$ cat src/source/rv_pkg.sv
// ========================================
// Shared types and encodings for the RV64
// pipeline. Only the opcodes the core
// executes are defined here
// ========================================
package rv_pkg;

   typedef logic [63:0] xlen_t;
   typedef logic [31:0] instr_t;
   typedef logic [4:0]  reg_addr_t;

   // Major opcodes in bits 6:0
   localparam logic [6:0] OPC_OP     = 7'b0110011;
   localparam logic [6:0] OPC_OP_IMM = 7'b0010011;
   localparam logic [6:0] OPC_LOAD   = 7'b0000011;
   localparam logic [6:0] OPC_STORE  = 7'b0100011;

   // addi x0, x0, 0
   localparam instr_t NOP_INSTR = 32'h0000_0013;

   typedef enum logic [1:0] {
      ALU_ADD,
      ALU_SUB,
      ALU_AND,
      ALU_OR
   } alu_op_e;

   // Operand sources seen by execute
   typedef enum logic [1:0] {
      FWD_REG,
      FWD_MEM,
      FWD_WB
   } fwd_sel_e;

endpackage

$ cat src/source/hazard_unit.sv
// ========================================
// Load-use stall and operand forwarding
// EX/MEM has priority over MEM/WB
// ========================================
`timescale 1ns/1ps

module hazard_unit import rv_pkg::*; (
   input  reg_addr_t id_rs1,
   input  reg_addr_t id_rs2,
   input  reg_addr_t ex_rd,
   input  logic      ex_mem_read,
   input  reg_addr_t ex_rs1,
   input  reg_addr_t ex_rs2,
   input  reg_addr_t mem_rd,
   input  logic      mem_reg_write,
   input  reg_addr_t wb_rd,
   input  logic      wb_reg_write,
   output logic      stall,
   output fwd_sel_e  fwd_a,
   output fwd_sel_e  fwd_b
);

   // Load in execute whose result decode needs next cycle
   assign stall = ex_mem_read && ex_rd != '0 &&
                  (ex_rd == id_rs1 || ex_rd == id_rs2);

   function automatic fwd_sel_e pick_source(reg_addr_t rs);
      fwd_sel_e sel;
      if (mem_reg_write && mem_rd != '0 && mem_rd == rs) begin
         sel = FWD_MEM;
      end else if (wb_reg_write && wb_rd != '0 && wb_rd == rs) begin
         sel = FWD_WB;
      end else begin
         sel = FWD_REG;
      end
      return sel;
   endfunction

   always_comb begin
      fwd_a = pick_source(ex_rs1);
      fwd_b = pick_source(ex_rs2);
   end

endmodule

$ cat config.mk
export PLATFORM = sky130hd
export DESIGN_NAME = hazard_unit
export DESIGN_NICKNAME = d
export VERILOG_FILES = /design/src/source/rv_pkg.sv /design/src/source/hazard_unit.sv
export SDC_FILE = /design/constraint.sdc
export NUM_CORES = 1
export LEC_CHECK = 0
export BUFFER_PORTS_ARGS = -buffer_cell sky130_fd_sc_hd__buf_2
export CAP_MARGIN = 20
export CORE_AREA = 2 2 39 41
export DETAILED_ROUTE_END_ITERATION = 8
export DIE_AREA = 0 0 41 43
export MAX_ROUTING_LAYER = met4
export PLACE_DENSITY_LB_ADDON = 0.05
export SYNTH_ARGS = -nofsm -noshare
export SYNTH_HDL_FRONTEND = slang
export SYNTH_SLANG_ARGS = --single-unit
$ cat constraint.sdc
create_clock -name vclk -period 3.25
set_clock_uncertainty 0.05 [all_clocks]
set_input_delay 0.8125 -clock vclk [all_inputs]
set_output_delay 0.8125 -clock vclk [all_outputs]
set_load 0.02 [all_outputs]
# [Word-level counts from Yosys, hierarchy flattened]
# Index checks and enable logic that the tools add are counted.
[op_classes] n_eq_ne=6 muxes=4 reduce_logical=12
[op_table] cell="equality test 5 bit" count=6
[op_table] cell="nonzero test 5 bit" count=3
[op_table] cell="logical AND 1 bit" count=8
[op_table] cell="two-way mux 2 bit" count=4
[op_table] cell="logical OR 1 bit" count=1
[totals] ff_bits=0 input_bits=38 output_inout_bits=5 word_cells=22

# [Depth between registers and ports, before layout]
[logic_depth] ltp_word=5 mapped_depth=4 mapped_depth_nobuf=4

# [Worst setup path before layout]
# Ideal clock, no wire load.
[synth_timing] kind="input port to output port" startpoint="input port mem_rd[1]" endpoint="output port fwd_a[1]" arrival_ns=2.161 setup_slack_ns=0.227 stages=4 n_path_buf=0 cell_sequence="or4_1 o21ai_2 nor4_1 nor4_2"
[synth_via] elab_chain_cells=4
[synth_rtl] item="start, declared" line_no="hazard_unit.sv:14" source="input reg_addr_t mem_rd,"
[synth_rtl] item="nonzero test 5 bit" line_no="hazard_unit.sv:29" source="if (mem_reg_write && mem_rd != '0 && mem_rd == rs) begin"
[synth_rtl] item="logical AND 1 bit" line_no="hazard_unit.sv:29"
[synth_rtl] item="logical AND 1 bit (*)" line_no="hazard_unit.sv:29"
[synth_rtl] item="two-way mux 2 bit (*)" line_no="hazard_unit.sv:29"
[synth_rtl] item="end, declared" line_no="hazard_unit.sv:19" source="output fwd_sel_e fwd_a,"
# Every way passes the cells marked *; elsewhere a longest branch is shown, timed or not.

# [Worst setup path in the final report]
# Same ends and word-level chain as after synthesis.

==> qor.yml <==
finish:
  syn_to_final_growth_pct: 60.06
  final-seq-area_um2: 0
  fillers: 155
  n_antenna_cell: 0
  fin_nets: 132
  final_util_pct: 45.30
  clockBufferCount: 0
  drive_above_1_share_pct: 50.00
  seq_cells: 0
logic_synthesis:
  yosysWarnings: 0
  synthesis.nets: 87
  synth-compound-area-share_pct: 6.070
  yosys.area_share.xor_xnor_pct: 67.09
  syn_area_um2: 391.6
  synth_adder_area_share_pct: 0
  postSynthCellCount: 49
  synthSimpleGateAreaFrac_pct: 26.84
  syn_area_per_cell_um2: 7.992
  synth_top_family_by_area: "XOR/XNOR gates"
  seq_area_frac_synth_pct: 0
  synth_mux_area_share_pct: 0
  synth_cell_type_count: 11
timing:
  period_minus_slack_ns: 3.007
  timing.final.ws_setup_ns: 0.2432
  fin_crit_sh_pct: 92.52
  tns_ns: 0
  worstMarginPinSlew_ns: 0.4172
  relSlewSlack_pct: 71.93
  finalSetupViolations: 0
  fin_hold_ws_ns: 1.949
  final-hold-violation-count: 0
  rsz0062_at_grt: "false"
  fmax_ghz: 0.3326
  slew_viol_final: 0
global_route:
  grt_util_all_layers_pct: 13.61
  grt_antenna_before_repair: 0
  grt_max_degree: 4
  grt_pass1_wl_mm: 1.704
  grt_pass1_vias: 437
  overflow: 0
die:
  rows: 14
  die-area_mm2: 0.001763
  core_mm2: 0.001384
  boundaryPins: 43
  start_util_pct: 28.30
  die_y_um: 43
  die_w_um: 41
setup_path:
  startpoint: "mem_rd[1]"
  path_common_cell: "buf_2"
  crit_fanout: 3
  startpoint_type: "primary input"
  critical_path.max_stage_delay_ns: 0.53
  path_class: "primary input to output port"
  crit_required_ns: 2.39
  path_cells: "buf_2 > or4_1 > o21ai_2 > nor4_1 > nor4_2 > buf_2"
  cp.arrival_ns: 2.14
  critPathSlowestCell: "or4_1"
  worstSetupEndpointType: "output port"
pwr:
  leakagePower_nw: 0.3014
  power_density_mw_per_mm2: 119.0
  report.power.total_uw: 74.59
  ir_drop_mv: 0.03899
placement:
  io_buffers: 43
  dp_slack_ns: 0.2369
  dp_hpwl_mm: 1.121
  gp_congestion: 0.7254
min_path:
  hold_path.class: "primary input to output port"
  min_from: "ex_mem_read"
cts:
  post_cts_buffers: 0
  postCtsHoldBufs: 0
  ctsResizeCount: 0
detailed_routing:
  firstDrtPassIters: 2
  drt_wl_total_mm: 1.159
  vias: 500
  drc: 0
  ant_nets: 0
  drt_iter0_drc: 2
  wl_per_cell_um: 10.73
  routed_via_density: 4.630
job:
  maxCapViolations: 0
status:
  outcome: "completed"
## cell usage after synthesis
cell     count  area, um^2
a21oi_1      1       5.000
or4_1        5       37.54
o21ai_2      1       8.760
xor2_1      20       175.2
nor4_2       2       25.02
nor3_1       2       10.01
nor4_1       2       12.51
o21ai_0      1       5.000
nand3_1      4       20.02
o21ai_1      1       5.000
xnor2_1     10       87.58
## stage by stage
step,std cells,cell area [um^2]
final,108,626.9
after detailed placement,108,626.9
after global placement,108,626.9
after global routing,108,626.9
after floorplan,49,391.6
after CTS,108,626.9
## power breakdown
| part | internal, mW | total [mW] | switching, mW |
|---|---|---|---|
| logic | 0.0390 | 0.0746 | 0.0355 |
| registers | 0 | 0 | 0 |
| clock network | 0 | 0 | 0 |
## path summary, 6_finish.rpt
kind / end / slack, ns / depth (start not counted)
hold / removal: stall / 1.95 / 4
setup / recovery: fwd_a[1] / 0.24 / 6
## cell usage in the layout (no fill, tap or decap)
master / instances
nor4_1: 2
xor2_1: 20
nor4_2: 2
a21oi_1: 1
o21ai_0: 1
nor3_1: 2
buf_2: 43
o21ai_2: 1
nand3_1: 4
or4_1: 5
xnor2_1: 10
o21ai_1: 1
## critical path, delay by kind of cell
family	cells	cell delay, ns
and+or+nand+nor	3	0.86
buffers and inverters	2	0.31
AOI/OAI and AO/OA	1	0.15
## layout make-up
class / count / area, um^2 / share of cell area (%)
tap: 16 / 20.02 / 3.194
timing repair buffer: 43 / 215.2 / 34.33
multi-input combinational: 49 / 391.6 / 62.48
## routing by layer
metal / vias to the layer above / global-route usage [%] / part of all wire [%]
li1: 263 / - / -
met1: 207 / 13.92 / 34
met2: 30 / 27.81 / 57
met3: 0 / 0 / 9.7
met4: 0 / 0 / 0
met5: - / - / 0
## cells by family (layout without fill, tap and decap cells)
kind of cell,Yosys count,in the layout
XOR/XNOR,30,30
AND/OR/NAND/NOR,15,15
AO/OA/AOI/OAI,4,4
buffers and inverters,0,43
Power figures use the tool's default switching activity.
