[src/source/rv_pkg.sv]
// ========================================
// Shared types and encodings for the RV64
// pipeline. Only the opcodes the core
// executes are defined here
// ========================================
package rv_pkg;

   typedef logic [63:0] xlen_t;
   typedef logic [31:0] instr_t;
   typedef logic [4:0]  reg_addr_t;

   // Major opcodes in bits 6:0
   localparam logic [6:0] OPC_OP     = 7'b0110011;
   localparam logic [6:0] OPC_OP_IMM = 7'b0010011;
   localparam logic [6:0] OPC_LOAD   = 7'b0000011;
   localparam logic [6:0] OPC_STORE  = 7'b0100011;

   // addi x0, x0, 0
   localparam instr_t NOP_INSTR = 32'h0000_0013;

   typedef enum logic [1:0] {
      ALU_ADD,
      ALU_SUB,
      ALU_AND,
      ALU_OR
   } alu_op_e;

   // Operand sources seen by execute
   typedef enum logic [1:0] {
      FWD_REG,
      FWD_MEM,
      FWD_WB
   } fwd_sel_e;

endpackage

[src/source/execute_unit.sv]
// ========================================
// Forwarding muxes, operand select and ALU
// Arithmetic wraps modulo 2^64
// ========================================
`timescale 1ns/1ps

module execute_unit import rv_pkg::*; (
   input  xlen_t    rdata_1,
   input  xlen_t    rdata_2,
   input  xlen_t    imm,
   input  xlen_t    mem_result,
   input  xlen_t    wb_result,
   input  fwd_sel_e fwd_a,
   input  fwd_sel_e fwd_b,
   input  logic     alu_src,
   input  alu_op_e  alu_op,
   output xlen_t    alu_result,
   output xlen_t    store_data
);

   xlen_t operand_a;
   xlen_t operand_b;

   function automatic xlen_t fwd_mux(fwd_sel_e sel, xlen_t reg_value,
                                     xlen_t mem_value, xlen_t wb_value);
      xlen_t value;
      case (sel)
         FWD_MEM: value = mem_value;
         FWD_WB:  value = wb_value;
         default: value = reg_value;
      endcase
      return value;
   endfunction

   always_comb begin
      operand_a  = fwd_mux(fwd_a, rdata_1, mem_result, wb_result);
      // sd needs the forwarded rs2 even though the ALU takes imm
      store_data = fwd_mux(fwd_b, rdata_2, mem_result, wb_result);
      operand_b  = alu_src ? imm : store_data;
      case (alu_op)
         ALU_SUB: alu_result = operand_a - operand_b;
         ALU_AND: alu_result = operand_a & operand_b;
         ALU_OR:  alu_result = operand_a | operand_b;
         default: alu_result = operand_a + operand_b;
      endcase
   end

endmodule

[config.mk]
export PLATFORM = sky130hd
export DESIGN_NAME = execute_unit
export DESIGN_NICKNAME = d
export VERILOG_FILES = /design/src/source/rv_pkg.sv /design/src/source/execute_unit.sv
export SDC_FILE = /design/constraint.sdc
export NUM_CORES = 1
export LEC_CHECK = 0
export ABC_AREA = 1
export BUFFER_PORTS_ARGS = -buffer_cell sky130_fd_sc_hd__clkbuf_2
export CAP_MARGIN = 10
export CORE_UTILIZATION = 35
export DETAILED_ROUTE_END_ITERATION = 8
export GPL_TIMING_DRIVEN = 1
export PLACE_DENSITY_LB_ADDON = 0.05
export SYNTH_ARGS = -nofsm -noshare
export SYNTH_HDL_FRONTEND = slang
export SYNTH_SLANG_ARGS = --single-unit
export TNS_END_PERCENT = 10
[constraint.sdc]
create_clock -name vclk -period 8.22
set_input_delay 2.055 -clock vclk [all_inputs]
set_output_delay 2.055 -clock vclk [all_outputs]
set_load 0.03 [all_outputs]
# --- After elaboration in Yosys (flattened, before gate mapping) ---
# Cells that the tools add are included.
classes:
  add_sub_neg: 2
  eq_ne: 7
  muxes: 4
  bitwise_logic: 2
op_table:
  columns: ["cell", "n"]
  rows:
  - ["case mux 64 bit (2 select lines)", 2]
  - ["case mux 64 bit (3 select lines)", 1]
  - ["adder 64 bit", 1]
  - ["bitwise AND 64 bit", 1]
  - ["2-to-1 mux 64 bit", 1]
  - ["bitwise OR 64 bit", 1]
  - ["subtractor 64 bit", 1]
  - ["== test 2 bit, second input constant", 4]
  - ["== test 2 x 1 -> 1 bit, second input constant", 3]
totals:
  ff_bits: 0
  in_bits: 327
  wordCells: 15

# --- Depth between registers and ports, before layout ---
depth:
  depth_word: 5
  mapped_depth: 35
  mapped_depth_nobuf: 33

# --- Worst setup path after synthesis ---
# No wires, ideal clock.
synth_path:
  path_kind: "input-to-output"
  from: "input fwd_b[0]"
  to: "output alu_result[42]"
  arrival_ns: 6.208
  path_slack_ns: -0.043
  cell_stages: 31
  cell_sequence: "inv_1 ha_1 buf_6 inv_2 buf_4 nand3_1 o211ai_2 nand2_1 inv_1 ha_1 nand3_1 nor2_2 nand2_1 nand2_1 o21ai_2 nor2_4 o21ai_1 xor2_1 ha_1 nand2_1 nor2_1 inv_1 nor2_1 inv_1 nor3_1 nand2_1 nand2_1 nand2_1 nand3_1 nor2_1 o21ai_0"
synth_via:
  elab_chain_cells: 5
  elab_cells_between_ends: 9
  classes_between: "add/sub: 2; eq/ne: 2; mux: 3; bitwise: 2"
synth_rtl:
  columns: ["item", "line", "rtl"]
  rows:
  - ["start, declared", "execute_unit.sv:14", "input fwd_sel_e fwd_b,"]
  - ["== test 2 bit or == test 2 x 1 -> 1 bit (tied branches)", "execute_unit.sv:27", "case (sel)"]
  - ["case mux 64 bit (2 select lines) (*)", "execute_unit.sv:27", null]
  - ["2-to-1 mux 64 bit (*)", "execute_unit.sv:39", "operand_b = alu_src ? imm : store_data;"]
  - ["adder 64 bit (tied with other cells)", "execute_unit.sv:44", "default: alu_result = operand_a + operand_b;"]
  - ["case mux 64 bit (3 select lines) (*)", "execute_unit.sv:40", "case (alu_op)"]
  - ["end, declared", "execute_unit.sv:17", "output xlen_t alu_result,"]
# Every way passes the cells marked *; elsewhere a longest branch is shown, timed or not.

# --- Final worst setup path ---
layout_path:
  from: "input fwd_b[0]"
  to: "output alu_result[63]"
# Same word-level chain as after synthesis.

==> reports/metrics.yaml <==
setup_path:
  cpMostUsedCell: "nand2_2"
  critical_path.max_stage_delay_ns: 0.39
  cp-start-kind: "input port"
  worstPathRequired_ns: 6.17
  cp-end-kind: "output port"
  cpMaxStageDelayCell: "ha_1"
  cp_data_arrival_time_ns: 6.23
  crit_fanout: 8
  worstSetupPathType: "input port to output port"
power:
  p_total_mw: 3.341
  power_density_mw_per_mm2: 151.5
  ir_drop_mv: 0.1132
  leakage_nw: 11.44
min_path:
  hp-start: "rdata_2[50]"
  whs_endpoint: "store_data[50]"
  min_delay_path_depth: 4
  min-delay-path-class: "input port to output port"
floorplanning:
  die-area_mm2: 0.03671
  fp.dieW_um: 191.6
  rows: 69
  die_height_um: 191.6
  ios: 455
  core_area_mm2: 0.03548
  initial_core_util_pct: 35.46
global_routing:
  grt_max_degree: 72
  grt_pass1_wl_um: 117700
  grt_overflow_total: 0
  grt_usage_pct: 42.86
  grt_pass1_vias: 19310
  antenna_found_initial: 21
placed_design:
  place_congestion: 1.073
  hpwl_um: 69490
  placed_area_mm2: 0.01894
  port_buffers: 455
cells_and_area:
  final_util_pct: 62.16
  seq_cells: 0
  nNetsFinal: 3794
  drive_above_1_share_pct: 47.13
  final.clkbuf_count: 0
  regArea_um2: 0
  fill_cells: 3597
  final_cell_area_mm2: 0.02205
  syn_to_final_growth_pct: 75.27
yosys:
  syn_area_per_cell_um2: 5.132
  yosys-top-cells-count: "nand2_1 (811), inv_1 (275), nor2_1 (206)"
  synthTopCellsByArea: "nand2_1 (24%), ha_1 (8.4%), inv_1 (8.2%)"
  yosys_warnings: 0
  synth_top_cell_area_share_pct: 24.19
  synth_area_mm2: 0.01258
  syn-num-nets: 2864
  syn-instance-count: 2452
  ys_seq_area_share_pct: 0
  yosysTopAreaCell: "nand2_1"
  synth_most_common_cell: "nand2_1"
  ys_types: 58
run_status:
  violations: "negative setup slack"
  status: "finished with violations"
routing:
  drt-pass1-iter-count: 6
  detail-route-antenna-nets: 0
  vias: 21610
  drc_errors: 0
  routedWlPerCell_um: 21.93
  routed_wl_um: 84650
  vias_per_cell: 5.599
  detailedRoute.firstIterationViolations: 2397
clock_tree:
  hold_buffers: 0
sta:
  rsz0062_at_grt: "true"
  period_minus_slack_ns: 8.290
  final-setup-viol-count: 7
  drv_slew: 0
  hold_viol: 0
  worst_slack_ns: -0.06962
  fmax_mhz: 120.6
  relSlewSlack_pct: 30.57
  min_period_over_period_pct: 100.8
  tightestPinTransition_ns: 1.041
flow_run:
  cap_viol_max_count: 0
==> how the worst max path moves through the flow <==
stage / startpoint / to / depth (start not counted)
final: fwd_b[0] / alu_result[63] / 31
after global routing: fwd_b[0] / alu_result[25] / 29
after CTS: fwd_b[0] / alu_result[62] / 33
after detailed placement: fwd_b[0] / alu_result[45] / 27
after global placement: fwd_b[0] / alu_result[52] / 28
after floorplan: fwd_b[0] / alu_result[54] / 28
==> placed cells by master, fill, tap and decap left out, types with 46 or more instances in the layout <==
cell type,count
a21oi_1,93
nor2_2,83
ha_1,46
nand3_1,122
nor2_1,109
clkbuf_2,416
nand2_1,711
a21oi_2,56
inv_1,250
a221o_1,62
nand2_2,125
o21ai_0,123
xor2_1,58
buf_4,557
==> metrics by stage <==
step | setup TNS, ns | hold WS, ns | setup slack (ns) | std cells
final | -0.1985 | 4.486 | -0.06962 | 3860
after CTS | -0.5991 | 4.488 | -0.07788 | 3795
after floorplan | 0 | 4.356 | 0.06209 | 2452
after global placement | -12.22 | 4.482 | -0.5578 | 3782
after global routing | -5.111 | 4.508 | -0.2227 | 3856
after detailed placement | -13.45 | 4.486 | -0.5499 | 3782
==> timing repair <==
action                     in CTS  in global routing
setup endpoints to repair      46                 50
pin swaps                      55                174
gates resized for setup       195                517
gates cloned                    2                  5
setup buffers                  12                 42
==> report_power, final <==
part            total (mW)  switching [mW]  internal, mW  leakage [nW]
sequential               0               0             0             0
clock          0.000000311               0   0.000000311      0.000120
combinational         3.34            1.98          1.36          11.4
total                 3.34            1.98          1.36          11.4
==> layout make-up <==
cell class         count  area, µm²  share of cell area, %
well taps            461      576.8                  2.615
inverters            288       1094                  4.958
repair buffers      1026       7088                  32.14
diodes                19      47.55                 0.2156
multi-input cells   2066      13250                  60.07
==> worst max-delay path: cells and delay by family <==
family / cells / cell delay, ns
AO/OA/AOI/OAI: 4 / 0.78
adder cells (fa/ha/maj): 3 / 0.77
buffers and inverters: 7 / 0.87
AND/OR/NAND/NOR: 16 / 1.57
XOR/XNOR: 1 / 0.16
==> kinds of logic (layout without fill, tap and decap cells) <==
group	count (synthesis)	after routing	synth area share, %
buffers and inverters	386	1314	12.73
AOI/OAI and AO/OA	517	517	25.71
and+or+nand+nor	1386	1386	47.62
adders and majority gates	85	85	8.512
xor gates and xnor gates	78	78	5.429
other	0	19	0
==> layer usage <==
layer	GRT usage, %	wire length (µm)
met5	0	52
met4	16.94	3885
met3	9.337	9732
met2	62.11	35340
met1	60.67	35640
Power figures use the tool's default switching activity.
