### src/source/rv_pkg.sv
// ========================================
// Shared types and encodings for the RV64
// pipeline. Only the opcodes the core
// executes are defined here
// ========================================
package rv_pkg;

   typedef logic [63:0] xlen_t;
   typedef logic [31:0] instr_t;
   typedef logic [4:0]  reg_addr_t;

   // Major opcodes in bits 6:0
   localparam logic [6:0] OPC_OP     = 7'b0110011;
   localparam logic [6:0] OPC_OP_IMM = 7'b0010011;
   localparam logic [6:0] OPC_LOAD   = 7'b0000011;
   localparam logic [6:0] OPC_STORE  = 7'b0100011;

   // addi x0, x0, 0
   localparam instr_t NOP_INSTR = 32'h0000_0013;

   typedef enum logic [1:0] {
      ALU_ADD,
      ALU_SUB,
      ALU_AND,
      ALU_OR
   } alu_op_e;

   // Operand sources seen by execute
   typedef enum logic [1:0] {
      FWD_REG,
      FWD_MEM,
      FWD_WB
   } fwd_sel_e;

endpackage

### src/source/decode_unit.sv
// ========================================
// Control decode for add/sub/and/or, addi,
// ld and sd. Unknown opcodes decode with
// every control bit low
// ========================================
`timescale 1ns/1ps

module decode_unit import rv_pkg::*; (
   input  instr_t    instr,
   output reg_addr_t rs1,
   output reg_addr_t rs2,
   output reg_addr_t rd,
   output xlen_t     imm,
   output alu_op_e   alu_op,
   output logic      alu_src,
   output logic      mem_read,
   output logic      mem_write,
   output logic      mem_to_reg,
   output logic      reg_write
);

   logic [6:0] opcode;
   logic [2:0] funct3;
   logic       funct7_alt;

   assign opcode     = instr[6:0];
   assign funct3     = instr[14:12];
   assign funct7_alt = instr[30];

   assign rs1 = instr[19:15];
   assign rd  = instr[11:7];

   // Only R-type and stores read rs2
   // Masking it keeps addi and ld from causing false load-use stalls
   assign rs2 = (opcode == OPC_OP || opcode == OPC_STORE) ? instr[24:20] : '0;

   // S-type immediate is split around the rd field
   assign imm = (opcode == OPC_STORE) ?
                {{52{instr[31]}}, instr[31:25], instr[11:7]} :
                {{52{instr[31]}}, instr[31:20]};

   always_comb begin
      alu_src    = 1'b0;
      mem_read   = 1'b0;
      mem_write  = 1'b0;
      mem_to_reg = 1'b0;
      reg_write  = 1'b0;
      case (opcode)
         OPC_OP: begin
            reg_write = 1'b1;
         end
         OPC_OP_IMM: begin
            alu_src   = 1'b1;
            reg_write = 1'b1;
         end
         OPC_LOAD: begin
            alu_src    = 1'b1;
            mem_read   = 1'b1;
            mem_to_reg = 1'b1;
            reg_write  = 1'b1;
         end
         OPC_STORE: begin
            alu_src   = 1'b1;
            mem_write = 1'b1;
         end
         default: ;
      endcase
   end

   // Address generation for ld and sd falls to add
   always_comb begin
      alu_op = ALU_ADD;
      if (opcode == OPC_OP || opcode == OPC_OP_IMM) begin
         case (funct3)
            // Bit 30 means sub for R-type only
            3'b000:  alu_op = (opcode == OPC_OP && funct7_alt) ? ALU_SUB : ALU_ADD;
            3'b110:  alu_op = ALU_OR;
            3'b111:  alu_op = ALU_AND;
            default: alu_op = ALU_ADD;
         endcase
      end
   end

endmodule

### config.mk
export PLATFORM = sky130hd
export DESIGN_NAME = decode_unit
export DESIGN_NICKNAME = d
export VERILOG_FILES = /design/src/source/rv_pkg.sv /design/src/source/decode_unit.sv
export SDC_FILE = /design/constraint.sdc
export NUM_CORES = 1
export LEC_CHECK = 0
export BUFFER_PORTS_ARGS = -buffer_cell sky130_fd_sc_hd__buf_2
export CORE_ASPECT_RATIO = 1.1
export CORE_MARGIN = 2
export CORE_UTILIZATION = 29
export DETAILED_ROUTE_END_ITERATION = 16
export PLACE_DENSITY = 0.81
export SLEW_MARGIN = 20
export SYNTH_ARGS = -nofsm -noshare
export SYNTH_HDL_FRONTEND = slang
export SYNTH_SLANG_ARGS = --single-unit
### constraint.sdc
create_clock -name vclk -period 1.74
set_clock_uncertainty 0.1 [all_clocks]
set_input_delay 0.348 -clock vclk [all_inputs]
set_output_delay 0.348 -clock vclk [all_outputs]
set_load 0.02 [all_outputs]
# After elaboration in Yosys (flattened, before gate mapping)
# Index checks and enable logic that the tools add are counted.
op_classes:
  reduce_logical: 6
  mux: 9
  n_eq_ne: 6
ops:
  columns: ["operator", "count"]
  rows:
  - ["$eq 7x6->1 const B", 2]
  - ["$mux 5", 2]
  - ["$eq 7x2->1 const B", 1]
  - ["$eq 7x5->1 const B", 1]
  - ["$eq 3x3->1 const B", 2]
  - ["$pmux 2 s3", 1]
  - ["$reduce_or 3->1", 2]
  - ["$mux 1", 5]
  - ["$logic_not 3->1", 1]
  - ["$logic_or 1x1->1", 2]
  - ["$mux 2", 1]
  - ["$logic_and 1x1->1", 1]
word_totals:
  out_inout_bits: 86
  regBits: 0

# Logic depth before layout (Yosys ltp)
# Gate-level depths: netlist (run 1).
logic_depth:
  ltp_word: 5
  depth_mapped: 4
  ltp_nobuf: 3

# Worst setup path before layout (run 1)
# OpenSTA, ideal clock, no wires.
synth_path:
  path_kind: "in2out"
  startpoint: "input port instr[2]"
  endpoint: "output port mem_to_reg"
  required_ns: 1.292
  arrival_time_ns: 1.531
  path_stages: 4
  slack_ns: -0.239
  path_buffers: 1
  cell_sequence: "and4bb_2 -> nand2_1 -> nor3_1 -> buf_4"
synth_via:
  elab_chain_cells: 2
synth_rtl:
  columns: ["element", "line", "source"]
  rows:
  - ["start: declaration", "decode_unit.sv:9", "input instr_t instr,"]
  - ["$eq 7x2->1", null, null]
  - ["$mux 1", null, null]
  - ["end: declaration", "decode_unit.sv:18", "output logic mem_to_reg,"]
# Every way passes these cells.

# Worst setup path after layout (run 1)
layout_path:
  startpoint: "input port instr[2]"
  endpoint: "output port imm[3]"
layout_via:
  elab_chain_cells: 2
layout_rtl:
  columns: ["element", "line", "source"]
  rows:
  - ["$eq 7x6->1", "decode_unit.sv:38", "assign imm = (opcode == OPC_STORE) ?"]
  - ["$mux 5", "decode_unit.sv:38", null]
  - ["end: declaration", "decode_unit.sv:13", "output xlen_t imm,"]
# Every way passes these cells.

==> results of run 1 <==
-- worst max-delay path: stages --
cell and delay [ps]:
sky130_fd_sc_hd__buf_6 90, sky130_fd_sc_hd__and4bb_2 310, sky130_fd_sc_hd__nand4_1 110, sky130_fd_sc_hd__buf_6 160, sky130_fd_sc_hd__mux2_4 300, sky130_fd_sc_hd__buf_6 130
-- final timing paths --
path              startpoint     end  cells after the start
hold / removal     instr[16]  rs1[1]                      0
setup / recovery    instr[2]  imm[3]                      6
-- power groups by stage --
stage               Combinational (mW)  Clock [mW]  Sequential (mW)
finish                           0.107           0                0
global route                     0.113           0                0
CTS                              0.101           0                0
detailed placement              0.0906           0                0
global placement                0.0887           0                0
floorplan                        0.263           0                0
-- cell families after synthesis --
family	Yosys count
AO/OA/AOI/OAI	3
buffers and inverters	74
multiplexers	5
AND/OR/NAND/NOR	14
-- layer usage --
layer	wire [um]	track usage, %	vias up	part of all wire [%]
met1	514	10.68	181	34
li1	-	-	192	-
met2	930	19.29	14	61
met5	0	0	-	0
met3	72	1.613	6	4.7
met4	17	1.931	0	1.1
-- cell type report --
cell class / count / area [sq um] / share of cell area, %
Tap cell: 30 / 37.54 / 6.834
Timing Repair Buffer: 48 / 302.8 / 55.13
Multi-Input combinational cell: 22 / 197.7 / 35.99
Inverter: 3 / 11.26 / 2.050
-- repair_timing --
action                                  4_1_cts  5_1_grt
endpoints found under the setup margin        8       15
gates cloned                                  0        0
resized for setup                            13        4
pin swaps                                     2        1
buffers inserted                              1        0
-- cells in the final DEF, fill, tap and decap left out, drive strengths merged --
| cell type | count |
|---|---|
| nor3 | 2 |
| and3 | 5 |
| nand2 | 3 |
| a21oi | 2 |
| and2 | 1 |
| mux2 | 5 |
| or3 | 1 |
| a2111oi | 1 |
| inv | 3 |
| nand4 | 1 |
| buf | 48 |
| and4bb | 1 |
==> impl_summary.txt, run 1 <==
----------------------------------------------------
[STA]
  Highest attainable clock frequency ... approximately 0.52 GHz
  Final min period ... ~1900 ps
  Worst setup margin ... -165.6 ps
  Final hold violation count ... 0
  Unrepaired setup endpoints after global routing ... yes
  Part of the cycle the worst path needs ... 109.5%
  Actual transition at the worst max-transition pin ... ~270 ps
  Max-slew headroom at the worst pin ... slightly above 80%
  Setup TNS ... -862.5 ps
  Worst Hold Slack ... slightly below 600 ps
  Final Slew Violations ... 0
  Finish-stage setup viols ... 10

[Pwr]
  Total power ... roughly 110 uW
  Switch share ... 51.30%
  Internal portion of total power ... about 52 uW
  Leakage component of the power ... approximately 0.33 nW
  Clock power frac ... 0%
  Switching Power ... between 50 and 60 uW
  IR Drop Worst-Case VDD ... approximately 120 uV
  Relative contribution of combinational cells to total power ... 100.0%
  Share of power burned in registers ... 0%
  Total power density per cell area ... just under 200 mW/mm^2

[Global routing]
  Antenna violations before repair ... 0
  Number of global-route vias before repair ... around 420
  Wire length of the first global-routing pass ... 2.249 mm
  All-layer global routing usage ... around a tenth
  Maximum number of pins on one net before global-route repair ... 54
  Global route overflow ... 0

[Drt]
  Drt via density ... ~3.8
  Residual DRC count ... 0
  Sum of routed wire length over all layers ... 1.534 mm
  Routed vias ... slightly below 400
  Remaining antenna violation count after routing ... 0
  Number of DRC markers in iteration 0 ... 11
  Wirelength per Cell ... approximately 15 um
  First-pass detailed-route iteration total ... 4

[Worst setup path]
  Crit path max fanout ... 6
  Type of the worst setup path ... primary input to output port
  Critical path startpoint category ... primary input
  Data required time of the worst path ... between 1000 and 1500 ps
  Crit path arrival time ... 1460 ps
  Endpoint type of the worst setup path ... output port

[Cells and area]
  Final core utilization ... about a quarter
  Sequential cell area ... 0 sq um
  # fillers ... 248
  Final std cell area, no fill ... 549.3 sq um
  Layout net count ... approximately 110
  Area overhead of the layout relative to synthesis ... -22.71%
  Count of clock-net buffers in the final layout ... 0
  Fraction of layout cells with a size suffix above 1 ... between 80% and 90%
  Non-filler cells in the finished layout ... ~100
  Antenna fix cells ... 0
  Count of flip-flops and latches ... 0

[Die]
  Floorplan core area ... 0.002275 sq mm
  Die footprint ... roughly 0.0029 sq mm
  Overall die height ... 55.92 um
  Number of rows created at floorplan ... 18
  Top-Level Pins ... 118
  Starting density of the core ... a little under a third
  Horizontal extent of the die ... a little over 50 um

[Placed design]
  Worst slack at placement ... -259.6 ps
  IO Port Bufs ... between 40 and 50
  Inst Count DP ... approximately 100
  Post-placement cell area ... about 480 sq um
  Routability-driven placement congestion ratio ... between 0.7 and 0.8

[Synth]
  Post-synth top cells ... sky130_fd_sc_hd__buf_4, sky130_fd_sc_hd__and3_1, sky130_fd_sc_hd__mux2_2
  Xor-xnor portion of the synthesized cell area ... 0%
  Number of synthesis warnings ... 0
  Fraction of the mapped netlist area in simple logic gates ... between 10% and 20%
  Multiplexer share of the synthesized area ... under 10%
  Count of unique library cells instantiated by Yosys ... 12
  Most common cell in the netlist ... sky130_fd_sc_hd__buf_4
  Combined area of all synthesized cells ... roughly 710 sq um
  Adder-cell area share of the yosys netlist ... 0%
  Share of the synthesized area in the top cell type ... 75.00%
  Nets in the synthesized netlist ... approximately 130
  Leading area contributor after synthesis ... sky130_fd_sc_hd__buf_4
  Dominant combinational cell family by area after synthesis ... buffers and inverters
  Synthesized instance count ... 96
  Sequential element share of the synthesized area ... 0%
  Synthesized-area fraction occupied by ao, oa, aoi and oai cells ... 3.521%
  Cell types with the largest area share after synthesis ... sky130_fd_sc_hd__buf_4, sky130_fd_sc_hd__mux2_2, sky130_fd_sc_hd__and3_1
  Post-Syn Area per Cell ... between 7 and 8 sq um

[Job]
  Max-cap viol count ... 0

[Hold path]
  Worst min path class ... primary input to output port

[Clock tree]
  Hold buffer count at cts ... 0

[Status]
  Violations in the final reports ... negative setup slack
  Run status ... complete, but fails checks

----------------------------------------------------
Note: power is estimated with default switching activity, not from simulation.
==> run 2, diff against run 1 <==
--- a/config.mk
+++ b/config.mk
@@ -6,7 +6,7 @@
 export NUM_CORES = 1
 export LEC_CHECK = 0
 export BUFFER_PORTS_ARGS = -buffer_cell sky130_fd_sc_hd__buf_2
-export CORE_ASPECT_RATIO = 1.1
+export CORE_ASPECT_RATIO = 0.9
 export CORE_MARGIN = 2
 export CORE_UTILIZATION = 29
 export DETAILED_ROUTE_END_ITERATION = 16
==> impl_summary.txt, run 2 (same netlist as run 1, synthesis figures left out) <==
----------------------------------------------------
[Status]
  Run status ... complete, but fails checks
  Violations in the final reports ... negative setup slack

[STA]
  Final min period ... 1866 ps (-39.30 ps)
  Worst setup margin ... -126.3 ps (+39.30 ps)
  Part of the cycle the worst path needs ... 107.3% (-2.3 points)
  Final Slew Violations ... 0 (unchanged)
  Actual transition at the worst max-transition pin ... 234.1 ps (-35.00 ps)
  Highest attainable clock frequency ... 0.5358 GHz (+2.1%)
  Finish-stage setup viols ... 15 (+5)
  Unrepaired setup endpoints after global routing ... yes
  Final hold violation count ... 0 (unchanged)
  Max-slew headroom at the worst pin ... 84.39% (+2.4 points)

[Pwr]
  Leakage component of the power ... 0.3618 nW (+9.9%)
  Total power density per cell area ... 173.4 mW/mm^2 (-11%)
  Switch share ... 49.34% (-2.0 points)
  Relative contribution of combinational cells to total power ... 100.0% (about the same)
  Switching Power ... 60.70 uW (+10%)
  Internal portion of total power ... 62.33 uW (+20%)
  IR Drop Worst-Case VDD ... 77.72 uV (-34%)
  Clock power frac ... 0% (unchanged)
  Share of power burned in registers ... 0% (unchanged)
  Total power ... 123.0 uW (+15%)

[Cells and area]
  Final std cell area, no fill ... 709.4 sq um (+29%)
  Most frequent standard cell in the layout excluding fill and tap cells ... sky130_fd_sc_hd__buf_2
  Count of clock-net buffers in the final layout ... 0 (unchanged)
  Sequential cell area ... 0 sq um (unchanged)
  Area taken by multi-input logic gates ... 260.3 sq um (+32%)
  Fraction of layout cells with a size suffix above 1 ... 92.31% (+11 points)
  # fillers ... 224 (-9.7%)
  Most used cells in the layout excluding fill and tap cells ... sky130_fd_sc_hd__buf_2, sky130_fd_sc_hd__buf_6, sky130_fd_sc_hd__buf_4
  Area overhead of the layout relative to synthesis ... -0.1762%
  Layout net count ... 112 (+4.7%)
  Antenna fix cells ... 0 (unchanged)
  Count of flip-flops and latches ... 0 (unchanged)

[Global routing]
  Antenna violations before repair ... 0 (unchanged)
  Number of global-route vias before repair ... 492 (+16%)
  Wire length of the first global-routing pass ... 2.166 mm (-3.7%)
  Maximum number of pins on one net before global-route repair ... 54 (unchanged)
  All-layer global routing usage ... 9.086% (-0.77 points)
  Global route overflow ... 0 (unchanged)

[Clock tree]
  Hold buffer count at cts ... 0 (unchanged)

[Hold path]
  Worst min path class ... primary input to output port
  Worst hold start ... instr[26]
  Worst hold path cell count ... 0 (unchanged)
  Hold Path End ... imm[6]

[Drt]
  Routed vias ... 458 (+17%)
  First-pass detailed-route iteration total ... 4 (unchanged)
  Sum of routed wire length over all layers ... 1.563 mm (+1.9%)
  Drt via density ... 4.321 (+13%)
  Wirelength per Cell ... 14.75 um (-0.99%)
  Remaining antenna violation count after routing ... 0 (unchanged)
  Number of DRC markers in iteration 0 ... 18 (+7)
  Residual DRC count ... 0 (unchanged)

[Die]
  Number of rows created at floorplan ... 17 (-1)
  Starting density of the core ... 29.83% (-1.4 points)
  Horizontal extent of the die ... 56.18 um (+9.7%)
  Die footprint ... 0.002863 sq mm (about the same)
  Floorplan core area ... 0.002382 sq mm (+4.7%)
  Overall die height ... 50.97 um (-8.9%)
  Top-Level Pins ... 118 (unchanged)

[Worst setup path]
  Type of the worst setup path ... primary input to output port
  Endpoint type of the worst setup path ... output port
  Startpoint of the worst setup timing path ... instr[2]
  Critical path startpoint category ... primary input
  Data required time of the worst path ... 1290 ps (about the same)
  Crit path max fanout ... 6 (unchanged)
  Crit path arrival time ... 1420 ps (-40 ps)

[Placed design]
  Routability-driven placement congestion ratio ... 0.7621 (+1.4%)
  Post-placement cell area ... 515.5 sq um (+7.3%)
  DP Wirelength ... between 1 and 1.5 mm
  IO Port Bufs ... 44 (unchanged)

[Job]
  Max-cap viol count ... 0 (unchanged)

----------------------------------------------------
==> run 2: cell types whose count changed in the layout (fill, tap and decap cells not counted), moves of 5 or more <==
cell and change:
sky130_fd_sc_hd__buf_4 +5, sky130_fd_sc_hd__and3_4 +5, sky130_fd_sc_hd__buf_6 +10, sky130_fd_sc_hd__buf_2 -10, sky130_fd_sc_hd__and3_1 -5
==> run 2: worst max-delay path: stages <==
cell and delay (ps):
sky130_fd_sc_hd__buf_6 90, sky130_fd_sc_hd__and4bb_2 290, sky130_fd_sc_hd__nand4_1 100, sky130_fd_sc_hd__buf_6 150, sky130_fd_sc_hd__mux2_4 300, sky130_fd_sc_hd__buf_6 130
==> run 2: worst max path at each step <==
| stage | end | slack [ps] | cells after the start |
|---|---|---|---|
| detailed placement | imm[2] | -140 | 6 |
| global route | imm[1] | -150 | 6 |
| floorplan | mem_to_reg | -40 | 4 |
| CTS | imm[1] | -110 | 6 |
| global placement | imm[4] | -130 | 6 |
| finish | imm[1] | -130 | 6 |
==> run 2: layout make-up <==
type / instances / area share [%]
inverters: 3 / 1.587
repair buffers: 53 / 56.79
multi-input cells: 22 / 36.68
well taps: 28 / 4.938
==> run 2: layer usage <==
metal / share of wire [%] / global-route usage (%) / vias to the layer above
li1: - / - / 204
met1: 28 / 7.820 / 204
met2: 50 / 18.24 / 50
met3: 21 / 5.570 / 0
met4: 0 / 1.190 / 0
met5: 0 / 0 / -
==> run 2: power groups by stage <==
stage | sequential, mW | clock (mW) | combinational [mW]
finish | 0 | 0 | 0.123
global route | 0 | 0 | 0.130
floorplan | 0 | 0 | 0.263
detailed placement | 0 | 0 | 0.0938
CTS | 0 | 0 | 0.108
global placement | 0 | 0 | 0.0928
==> run 2: per-stage QoR <==
step	setup TNS (ps)	cells	setup WS (ps)	utilization, %	hold WS [ps]
floorplan	-50.67	96	-39.39	-	639.9
global placement	-1090	105	-131.7	21.64	596.1
detailed placement	-1386	105	-141.0	21.64	596.1
CTS	-676.9	105	-110.8	25.26	596.1
global route	-1882	106	-154.5	29.78	596.1
finish	-1388	106	-126.3	29.78	596.0
==> run 2: what timing repair did <==
action | in CTS | in global routing
resized for setup | 26 | 23
pin swaps | 2 | 5
setup endpoints to repair | 16 | 14
setup buffers | 0 | 1
